File: src/include/cpu_params.svh
// Core widths, register count, reset PC and link register
`ifndef CPU_PARAMS_SVH
`define CPU_PARAMS_SVH

// Data path and address width
`define DATA_W 16

`define REG_CNT 8

// First fetch address after reset
`define RESET_PC 16'h0000

// jal and jalr write their return address here
`define LINK_REG 3'd7

`endif

File: src/hw/isaPkg.sv
// Opcode enumeration and instruction word formats
package isaPkg;

	typedef enum logic [4:0] {
		opHalt   = 5'b00000,
		opNop    = 5'b00001,
		opJ      = 5'b00100,
		opJr     = 5'b00101,
		opJal    = 5'b00110,
		opJalr   = 5'b00111,
		opAddi   = 5'b01000,
		opSubi   = 5'b01001,
		opXori   = 5'b01010,
		opAndi   = 5'b01011,
		opBeqz   = 5'b01100,
		opBnez   = 5'b01101,
		opBltz   = 5'b01110,
		opBgez   = 5'b01111,
		opSt     = 5'b10000,
		opLd     = 5'b10001,
		opSlbi   = 5'b10010,
		opStu    = 5'b10011,
		opRoli   = 5'b10100,
		opSlli   = 5'b10101,
		opRori   = 5'b10110,
		opSrli   = 5'b10111,
		opLbi    = 5'b11000,
		opShiftR = 5'b11010,
		opArithR = 5'b11011,
		opSeq    = 5'b11100,
		opSlt    = 5'b11101,
		opSle    = 5'b11110,
		opSco    = 5'b11111
	} opcodeT;

	// Immediate ops, loads and stores with a 5-bit immediate
	typedef struct packed {
		opcodeT     op;
		logic [2:0] rs;
		logic [2:0] rd;
		logic [4:0] imm5;
	} i1FmtT;

	// lbi, slbi, branches, jr and jalr
	typedef struct packed {
		opcodeT     op;
		logic [2:0] rs;
		logic [7:0] imm8;
	} i2FmtT;

	typedef struct packed {
		opcodeT     op;
		logic [2:0] rs;
		logic [2:0] rt;
		logic [2:0] rd;
		logic [1:0] func;
	} rFmtT;

	typedef struct packed {
		opcodeT      op;
		logic [10:0] disp11;
	} jFmtT;

	typedef union packed {
		i1FmtT i1;
		i2FmtT i2;
		rFmtT  r;
		jFmtT  j;
	} instrU;

endpackage

File: src/hw/ctrlPkg.sv
// ALU operations, datapath selectors, control word and commit record
`include "cpu_params.svh"

package ctrlPkg;

	typedef enum logic [3:0] {
		aluAdd, aluSubRev, aluXor, aluAndn,
		aluRol, aluSll, aluRor, aluSrl,
		aluPassB, aluSlbi,
		aluSeq, aluSlt, aluSle, aluSco
	} aluOpT;

	typedef enum logic [1:0] {immZext5, immSext5, immSext8, immZext8} immSelT;

	typedef enum logic [1:0] {dstRdI, dstRdR, dstRs, dstLink} dstSelT;

	typedef enum logic [1:0] {wbAlu, wbMem, wbPc2} wbSelT;

	typedef struct packed {
		logic       regWrite;
		logic       aluSrc;
		aluOpT      aluOp;
		immSelT     immSel;
		dstSelT     dstSel;
		wbSelT      wbSel;
		logic       memWrite;
		logic       memRead;
		logic       branch;
		logic [1:0] branchCond;  // eq, ne, lt, ge against zero
		logic       jump;
		logic       jumpReg;
		logic       halt;
	} ctrlT;

	typedef struct packed {
		logic                        regWrite;
		logic [$clog2(`REG_CNT)-1:0] wbReg;
		logic [`DATA_W-1:0]          wbData;
	} commitT;

endpackage

File: src/hw/control.sv
// Instruction decoder producing the control word
`timescale 1ns/100ps

module control (
	input  isaPkg::instrU instr,
	output ctrlPkg::ctrlT ctrl
);

	// Same func order for the add group and the immediate arithmetic ops
	function automatic ctrlPkg::aluOpT arithOp(input logic [1:0] sel);
		case (sel)
			2'b00:   return ctrlPkg::aluAdd;
			2'b01:   return ctrlPkg::aluSubRev;
			2'b10:   return ctrlPkg::aluXor;
			default: return ctrlPkg::aluAndn;
		endcase
	endfunction

	function automatic ctrlPkg::aluOpT shiftOp(input logic [1:0] sel);
		case (sel)
			2'b00:   return ctrlPkg::aluRol;
			2'b01:   return ctrlPkg::aluSll;
			2'b10:   return ctrlPkg::aluRor;
			default: return ctrlPkg::aluSrl;
		endcase
	endfunction

	always_comb begin
		ctrl = '0;
		case (instr.r.op)
			isaPkg::opHalt: ctrl.halt = 1'b1;
			isaPkg::opAddi, isaPkg::opSubi, isaPkg::opXori, isaPkg::opAndi: begin
				ctrl.regWrite = 1'b1;
				ctrl.aluSrc = 1'b1;
				ctrl.aluOp = arithOp(instr[12:11]);
				// Logic immediates are zero extended
				ctrl.immSel = instr[12] ? ctrlPkg::immZext5 : ctrlPkg::immSext5;
			end
			isaPkg::opRoli, isaPkg::opSlli, isaPkg::opRori, isaPkg::opSrli: begin
				ctrl.regWrite = 1'b1;
				ctrl.aluSrc = 1'b1;
				ctrl.aluOp = shiftOp(instr[12:11]);
				ctrl.immSel = ctrlPkg::immSext5;
			end
			isaPkg::opSt, isaPkg::opLd, isaPkg::opStu: begin
				ctrl.aluSrc = 1'b1;
				ctrl.immSel = ctrlPkg::immSext5;
				ctrl.memWrite = instr.r.op != isaPkg::opLd;
				ctrl.memRead = instr.r.op == isaPkg::opLd;
				ctrl.regWrite = instr.r.op != isaPkg::opSt;
				// stu writes the effective address back to rs
				ctrl.dstSel = instr.r.op == isaPkg::opStu ? ctrlPkg::dstRs : ctrlPkg::dstRdI;
				ctrl.wbSel = instr.r.op == isaPkg::opLd ? ctrlPkg::wbMem : ctrlPkg::wbAlu;
			end
			isaPkg::opLbi, isaPkg::opSlbi: begin
				ctrl.regWrite = 1'b1;
				ctrl.aluSrc = 1'b1;
				ctrl.dstSel = ctrlPkg::dstRs;
				if (instr.r.op == isaPkg::opLbi) begin
					ctrl.aluOp = ctrlPkg::aluPassB;
					ctrl.immSel = ctrlPkg::immSext8;
				end else begin
					ctrl.aluOp = ctrlPkg::aluSlbi;
					ctrl.immSel = ctrlPkg::immZext8;
				end
			end
			isaPkg::opArithR, isaPkg::opShiftR: begin
				ctrl.regWrite = 1'b1;
				ctrl.dstSel = ctrlPkg::dstRdR;
				ctrl.aluOp = instr[11] ? arithOp(instr.r.func) : shiftOp(instr.r.func);
			end
			isaPkg::opSeq, isaPkg::opSlt, isaPkg::opSle, isaPkg::opSco: begin
				ctrl.regWrite = 1'b1;
				ctrl.dstSel = ctrlPkg::dstRdR;
				case (instr[12:11])
					2'b00:   ctrl.aluOp = ctrlPkg::aluSeq;
					2'b01:   ctrl.aluOp = ctrlPkg::aluSlt;
					2'b10:   ctrl.aluOp = ctrlPkg::aluSle;
					default: ctrl.aluOp = ctrlPkg::aluSco;
				endcase
			end
			isaPkg::opBeqz, isaPkg::opBnez, isaPkg::opBltz, isaPkg::opBgez: begin
				ctrl.branch = 1'b1;
				// Low opcode bits already encode the condition
				ctrl.branchCond = instr[12:11];
			end
			isaPkg::opJ, isaPkg::opJal, isaPkg::opJr, isaPkg::opJalr: begin
				ctrl.jump = 1'b1;
				ctrl.jumpReg = instr[11];
				ctrl.aluSrc = 1'b1;
				ctrl.immSel = ctrlPkg::immSext8;
				// jal and jalr link through R7
				ctrl.regWrite = instr[12];
				ctrl.dstSel = ctrlPkg::dstLink;
				ctrl.wbSel = ctrlPkg::wbPc2;
			end
			// nop, siic, rti, btr and unknown opcodes
			default: ;
		endcase
	end

endmodule

File: src/hw/regFile.sv
// Register file with two read ports and one write port
`timescale 1ns/100ps
`include "cpu_params.svh"

module regFile (
	input  logic                        clk,
	input  logic                        arstN,
	input  logic [$clog2(`REG_CNT)-1:0] rs,
	input  logic [$clog2(`REG_CNT)-1:0] rt,
	output logic [`DATA_W-1:0]          rsData,
	output logic [`DATA_W-1:0]          rtData,
	input  ctrlPkg::commitT             commit
);

	logic [`DATA_W-1:0] regs [`REG_CNT];

	always_ff @(posedge clk or negedge arstN) begin
		if (!arstN) begin
			regs <= '{default: '0};
		end else if (commit.regWrite) begin
			regs[commit.wbReg] <= commit.wbData;
		end
	end

	// Reads see the old value during a write cycle
	assign rsData = regs[rs];
	assign rtData = regs[rt];

endmodule

File: src/hw/alu.sv
// Immediate extension, operand select and ALU result
`timescale 1ns/100ps
`include "cpu_params.svh"

module alu (
	input  ctrlPkg::ctrlT      ctrl,
	input  isaPkg::instrU      instr,
	input  logic [`DATA_W-1:0] rsData,
	input  logic [`DATA_W-1:0] rtData,
	output logic [`DATA_W-1:0] result
);

	logic [`DATA_W-1:0]   imm;
	logic [`DATA_W-1:0]   opB;
	logic [3:0]           amt;
	logic [`DATA_W:0]     sum;
	logic [2*`DATA_W-1:0] rolWide;
	logic [2*`DATA_W-1:0] rorWide;
	logic                 setBit;

	always_comb begin
		case (ctrl.immSel)
			ctrlPkg::immZext5: imm = {11'b0, instr.i1.imm5};
			ctrlPkg::immSext5: imm = {{11{instr.i1.imm5[4]}}, instr.i1.imm5};
			ctrlPkg::immSext8: imm = {{8{instr.i2.imm8[7]}}, instr.i2.imm8};
			default:           imm = {8'b0, instr.i2.imm8};
		endcase
	end

	assign opB = ctrl.aluSrc ? imm : rtData;
	assign amt = opB[3:0];
	// Carry out feeds sco
	assign sum = {1'b0, rsData} + {1'b0, opB};
	assign rolWide = {rsData, rsData} << amt;
	assign rorWide = {rsData, rsData} >> amt;

	always_comb begin
		case (ctrl.aluOp)
			ctrlPkg::aluSeq: setBit = rsData == opB;
			ctrlPkg::aluSlt: setBit = $signed(rsData) < $signed(opB);
			ctrlPkg::aluSle: setBit = $signed(rsData) <= $signed(opB);
			default:         setBit = sum[`DATA_W];
		endcase
	end

	always_comb begin
		case (ctrl.aluOp)
			ctrlPkg::aluAdd:    result = sum[`DATA_W-1:0];
			ctrlPkg::aluSubRev: result = opB - rsData;
			ctrlPkg::aluXor:    result = rsData ^ opB;
			// andi takes the immediate as is
			ctrlPkg::aluAndn:   result = ctrl.aluSrc ? rsData & opB : rsData & ~opB;
			ctrlPkg::aluRol:    result = rolWide[2*`DATA_W-1:`DATA_W];
			ctrlPkg::aluSll:    result = rsData << amt;
			ctrlPkg::aluRor:    result = rorWide[`DATA_W-1:0];
			ctrlPkg::aluSrl:    result = rsData >> amt;
			ctrlPkg::aluPassB:  result = opB;
			ctrlPkg::aluSlbi:   result = (rsData << 8) | opB;
			ctrlPkg::aluSeq, ctrlPkg::aluSlt, ctrlPkg::aluSle, ctrlPkg::aluSco:
				result = {{(`DATA_W-1){1'b0}}, setBit};
			default:            result = '0;
		endcase
	end

endmodule

File: src/hw/pcUnit.sv
// Program counter, halt latch and next-PC selection
`timescale 1ns/100ps
`include "cpu_params.svh"

module pcUnit (
	input  logic               clk,
	input  logic               arstN,
	input  ctrlPkg::ctrlT      ctrl,
	input  isaPkg::instrU      instr,
	input  logic [`DATA_W-1:0] rsData,
	input  logic [`DATA_W-1:0] aluResult,
	output logic [`DATA_W-1:0] pc,
	output logic [`DATA_W-1:0] pcPlus2,
	output logic               halted
);

	logic               taken;
	logic [`DATA_W-1:0] brOffset;
	logic [`DATA_W-1:0] jOffset;
	logic [`DATA_W-1:0] nextPc;

	assign pcPlus2 = pc + `DATA_W'(2);
	assign brOffset = {{8{instr.i2.imm8[7]}}, instr.i2.imm8};
	assign jOffset = {{5{instr.j.disp11[10]}}, instr.j.disp11};

	always_comb begin
		case (ctrl.branchCond)
			2'b00:   taken = rsData == '0;
			2'b01:   taken = rsData != '0;
			2'b10:   taken = rsData[`DATA_W-1];
			default: taken = !rsData[`DATA_W-1];
		endcase
	end

	always_comb begin
		if (ctrl.jump && ctrl.jumpReg)
			nextPc = aluResult;
		else if (ctrl.jump)
			nextPc = pcPlus2 + jOffset;
		else if (ctrl.branch && taken)
			nextPc = pcPlus2 + brOffset;
		else
			nextPc = pcPlus2;
	end

	// PC stays on the halt instruction
	always_ff @(posedge clk or negedge arstN) begin
		if (!arstN) begin
			pc <= `RESET_PC;
			halted <= 1'b0;
		end else if (!halted) begin
			if (ctrl.halt)
				halted <= 1'b1;
			else
				pc <= nextPc;
		end
	end

endmodule

File: src/hw/cpuCore.sv
// Single-cycle core top level with instruction and data memory buses
`timescale 1ns/100ps
`include "cpu_params.svh"

module cpuCore (
	input  logic               clk,
	input  logic               arstN,
	output logic [`DATA_W-1:0] pc,
	input  isaPkg::instrU      instr,
	output logic [`DATA_W-1:0] dmemAddr,
	output logic [`DATA_W-1:0] dmemWdata,
	output logic               dmemWrite,
	output logic               dmemRead,
	input  logic [`DATA_W-1:0] dmemRdata,
	output ctrlPkg::commitT    commit,
	output logic               halted
);

	ctrlPkg::ctrlT      ctrl;
	logic [`DATA_W-1:0] rsData;
	logic [`DATA_W-1:0] rtData;
	logic [`DATA_W-1:0] aluResult;
	logic [`DATA_W-1:0] pcPlus2;

	control uControl (.instr(instr), .ctrl(ctrl));

	regFile uRegFile (
		.clk(clk), .arstN(arstN), .rs(instr.r.rs), .rt(instr.r.rt),
		.rsData(rsData), .rtData(rtData), .commit(commit)
	);

	alu uAlu (.ctrl(ctrl), .instr(instr), .rsData(rsData), .rtData(rtData), .result(aluResult));

	pcUnit uPcUnit (
		.clk(clk), .arstN(arstN), .ctrl(ctrl), .instr(instr), .rsData(rsData),
		.aluResult(aluResult), .pc(pc), .pcPlus2(pcPlus2), .halted(halted)
	);

	// Store data comes from rd, read on the rt port
	assign dmemAddr = aluResult;
	assign dmemWdata = rtData;
	assign dmemWrite = ctrl.memWrite && !halted;
	assign dmemRead = ctrl.memRead && !halted;

	always_comb begin
		commit.regWrite = ctrl.regWrite && !halted;
		case (ctrl.dstSel)
			ctrlPkg::dstRdI: commit.wbReg = instr.i1.rd;
			ctrlPkg::dstRdR: commit.wbReg = instr.r.rd;
			ctrlPkg::dstRs:  commit.wbReg = instr.r.rs;
			default:         commit.wbReg = `LINK_REG;
		endcase
		case (ctrl.wbSel)
			ctrlPkg::wbMem: commit.wbData = dmemRdata;
			ctrlPkg::wbPc2: commit.wbData = pcPlus2;
			default:        commit.wbData = aluResult;
		endcase
	end

endmodule

File: config.mk
export PLATFORM = sky130hd
export DESIGN_NAME = cpuCore
export DESIGN_NICKNAME = d
export VERILOG_FILES = /design/src/hw/isaPkg.sv /design/src/hw/ctrlPkg.sv /design/src/hw/control.sv /design/src/hw/regFile.sv /design/src/hw/alu.sv /design/src/hw/pcUnit.sv /design/src/hw/cpuCore.sv
export VERILOG_INCLUDE_DIRS = /design/src /design/src/include
export SDC_FILE = /design/constraint.sdc
export NUM_CORES = 1
export LEC_CHECK = 0
export ABC_CLOCK_PERIOD_IN_PS = 5500
export BUFFER_PORTS_ARGS = -buffer_cell sky130_fd_sc_hd__buf_4
export CAP_MARGIN = 30
export CORE_UTILIZATION = 40
export DETAILED_ROUTE_END_ITERATION = 8
export SLEW_MARGIN = 20
export SYNTH_ARGS = -nofsm -noshare
export SYNTH_HDL_FRONTEND = slang
export SYNTH_SLANG_ARGS = --single-unit
export TNS_END_PERCENT = 100
File: constraint.sdc
create_clock -name clk -period 5.5 [get_ports clk]
set_input_delay 0.825 -clock clk [delete_from_list [all_inputs] [get_ports clk]]
set_output_delay 0.825 -clock clk [all_outputs]
set_load 0.02 [all_outputs]
# After elaboration in Yosys (flattened, before gate mapping)
# Index checks and enable logic that the tools add are counted.
# Widths: inputs -> output; s select.
# word_totals
word_cells	163
register_bits	145
inputBits	34
# classes
n_mux	42
shifts	4
bitwise	10
reduce_logical	31
addsub	5
order_cmp	6
eq_ne	55
# ops
op	count
$pmux 16 s11	1
$mux 16	10
$bwmux 128	1
$bmux 16 s3	2
$eq 5x5->1 const B	15
$demux 16 s3	1
$pmux 16 s3	1
$eq 5x4->1 const B	8
$add 16x16->16	2
$and 16x16->16	2
$pmux 16 s2	1
$shl 32x4->32	1
$shr 32x4->16	1
$eq 4x4->1 const B	6
$pmux 2 s3	4
$reduce_or 4->1	6
$eq 5x3->1 const B	4
$pmux 4 s5	1
$pmux 3 s3	2
$add 16x16->17	1
$reduce_or 17->1	1
$add 16x2->16 const B	1
$eq 16x16->1	1
$eq 4x3->1 const B	4
other kinds (36)	76

# Depth between registers and ports, before layout
# depth
word_depth	12
ltp_mapped	22

# Cells and area by module
# Synthesis repeated with hierarchy kept, for this count alone.
# hier_totals
hier_cells	1546
hier_area_um2	15018.2
# by_module_without_submodules
mod	cells_per_inst	instances	seq_area_each_um2	area_each_um2
regFile	393	1	3203.1	7000.5
alu	707	1	0.0	4700.8
pcUnit	317	1	425.4	2526.2
cpuCore	69	1	0.0	424.2
control	60	1	0.0	366.6

# Worst setup path before layout
# OpenSTA, ideal clock, no wires.
# synth_path
path_type	input to output
start	in instr[5] in the netlist's numbering
end	out commit[14] in the netlist's numbering
t_arrival_ps	5342
setup_slack_ps	-667
t_required_ps	4675
cell_stages	18
n_path_buf	4
path_cell_list	buf_4 -> buf_4 -> buf_2 -> mux4_2 -> mux2_2 -> nand2_1 -> and3_1 -> inv_1 -> ha_1 -> clkbuf_1 -> or4b_2 -> nor3_1 -> a2111oi_0 -> o31ai_1 -> xnor2_1 -> o21ai_0 -> or3_1 -> a2bb2oi_2
# synth_rtl
element	line_no	text
start, declared	cpuCore.sv:9	input isaPkg::instrU instr,
end, declared	cpuCore.sv:15	output ctrlPkg::commitT commit,

==> run summary <==
outcome = finished with violations
failing checks = negative setup slack
Final WS setup = -21.20 ps
initial antenna violation count = 0
via count of the first global-routing pass = 15580
sequential area share after synthesis = 0.2388
Placed Instances = 2458
most common cell after layout, fill and taps aside = buf_4
reg2reg path depth = 20
unrepaired setup endpoints after global routing = yes
flops & latches, synth = 145
number of routed nets with antenna violations = 0
total power = 0.01325 W
die width = 196.9 um
DR DRC count = 0
Hold Crit Class = in -> async
Ant. Diodes = 0
GRT Overall Usage = 0.3516
Port Buf Inserts = 104
Reg clk slew, reported paths = 70 ps
Routed WL per cell = 26.87 um
flop-to-flop setup slack = 930 ps
YS warnings = 0
latest clock arrival within the worst-skew pair = 470 ps
slew margin rel. = 0.3362
type of origin of the critical path = input port
MaxCap Viol Count = 0
CTS tree = built
Synth area leaders = dfrtp_1 24%, mux2_2 11%, mux4_2 10%
Std-Cell Rows = 71
total CTS buffers = 17
Clock Tree Buf Depth = 2
DP HPWL = 53380 um
Reg2Reg Launch Point = uRegFile.regs[80]
Pwr Density = 646.2 nW/um^2
Synthesized Nets = 1726
routed wire length = 68000 um
Ports = 105
Tmin final = 5521 ps
clock sinks = 145
Non-Filler Instances = 2531
GPL Wtd Cong = 1.111
height of the die = 196.9 um
Die ar. = 38770 sq um
Static Leak = 9.154 nW
Slew @ Worst Pin = 993.3 ps
CP required = 4680 ps
Crit Path Class = in -> out
cell taking the most area after synthesis = dfrtp_1
vias per cell = 6.319
final setup fails = 1
DR pass1 iterations = 8
most frequent cells in the layout = 446 x buf_4, 145 x dfrtp_1, 141 x mux2_2
Max Freq = 181.1 MHz
synthesized area = 15190 sq um
Synth Flop Type = dfrtp_1
vias post-DR = 15993
GRT overflow = 0
async set-reset flop share out of synthesis = 1.000
number of synthesized flops with an enable pin = 0
Mapped Cells = 1617
fin nets = 2116
Initial DRC Count = 2009
Netlist cell types = 97
Layout Skew = 22.89 ps
Final TNS setup = -21.20 ps
H-tree depth = 4
core area = 37490 sq um
RR Endpoint = uRegFile.regs[126]
period utilisation layout = 1.004
Initial Util = 0.4053
Layout area overhead = 34.92%
Slew Viols, Final = 0
Final Hold Violating Endpoints = 0
peak supply drop = 0.4138 mV
clock root cell = clkbuf_16
Hold Slack = 453.0 ps
share of post-route cells with drive strength above 1 = 0.4332
first-pass GRT wire length = 100800 um
largest net degree at the start of global routing = 96
Mapped Avg Cell Area = 9.396 sq um
Crit. End Element = output pin
critical path data arrival time = 4700 ps
area share of the largest cell type after synthesis = 0.2388
CP Max Fanout = 8
final core utilization = 0.5468
[state kept, by name, indices dropped and copies added (netlist names)]
signal	flops
uPcUnit.halted	1
uPcUnit.pc	16
uRegFile.regs	128
[cells by family after synthesis]
kind of cell               Yosys count  synth area share
AOI/OAI and AO/OA                  445            0.2112
xor gates and xnor gates            43           0.02479
adders and majority gates           75           0.06325
buffers and inverters              186           0.05575
DFF                                145            0.2388
muxes                              288            0.2671
and+or+nand+nor                    435            0.1391
[metrics by stage]
step                      instance area (sq um)  setup slack, ps
after floorplan                           15460           0.1208
after global placement                    18910           -448.3
after detailed placement                  18910           -441.9
after CTS                                 19820           -35.51
after global routing                      20500           -81.61
final                                     20500           -21.20
[metal layers]
metal | global-route usage | part of all wire | vias up
li1 | - | - | 6964
met1 | 0.4870 | 0.42 | 7852
met2 | 0.5078 | 0.42 | 966
met3 | 0.08042 | 0.10 | 211
met4 | 0.1852 | 0.061 | 0
met5 | 0 | 0 | -
[report_power, final]
part	internal [W]	total, W	switching [W]
Combinational	0.00453	0.00996	0.00543
Clock	0.000695	0.00122	0.000525
Sequential	0.00157	0.00207	0.000491
[worst max-delay path by stage]
stage | start | end | slack (ps) | cells past startpoint
finish | instr[5] | commit[8] | -20 | 18
global placement | instr[5] | commit[15] | -450 | 21
detailed placement | instr[5] | commit[15] | -440 | 21
CTS | instr[5] | commit[15] | -40 | 22
floorplan | instr[5] | commit[11] | 0.1 | 18
global route | instr[5] | commit[8] | -80 | 18
[synth_stat cells (22+ instances only)]
cell type    n
nand3_1     55
mux2_2     143
mux2i_1     60
a21oi_1     92
a211oi_1    29
xnor2_1     29
nor3_1      27
nor2_1      98
clkbuf_1    50
buf_2       29
o21ai_0     57
o211ai_1    47
dfrtp_1    145
nand2_1    138
a31oi_1     22
ha_1        72
inv_1       64
mux4_2      70
[worst max-delay path, stage by stage]
cell and delay, ps:
buf_12 110, buf_12 150, buf_12 150, mux4_2 520
mux2i_2 210, nand2_1 130, o21a_2 170, ha_4 230
or3b_4 420, o221ai_4 220, a21o_1 200, a21oi_4 80
o21a_1 190, o211ai_1 230, a21oi_1 80, o211a_1 230
a31oi_4 360, buf_6 170
[cell type report]
| cell class | instances | area, sq um |
|---|---|---|
| Clock buffer | 18 | 439.2 |
| Clock inverter | 14 | 168.9 |
| Fill cell | 3421 | 16990 |
| Inverter | 75 | 290.3 |
| Multi-Input combinational cell | 1286 | 11440 |
| Sequential cell | 145 | 3628 |
| Tap cell | 511 | 639.4 |
| Timing Repair Buffer | 482 | 3892 |
[what timing repair did]
action                                 4_1_cts  5_1_grt
resized for setup                           36      112
setup endpoints to repair                   20       25
pin swaps                                   18       38
buffers inserted                            19       22
hold buffers                                 0        0
endpoints found under the hold margin        0        0
(Power assumes the default switching activity.)
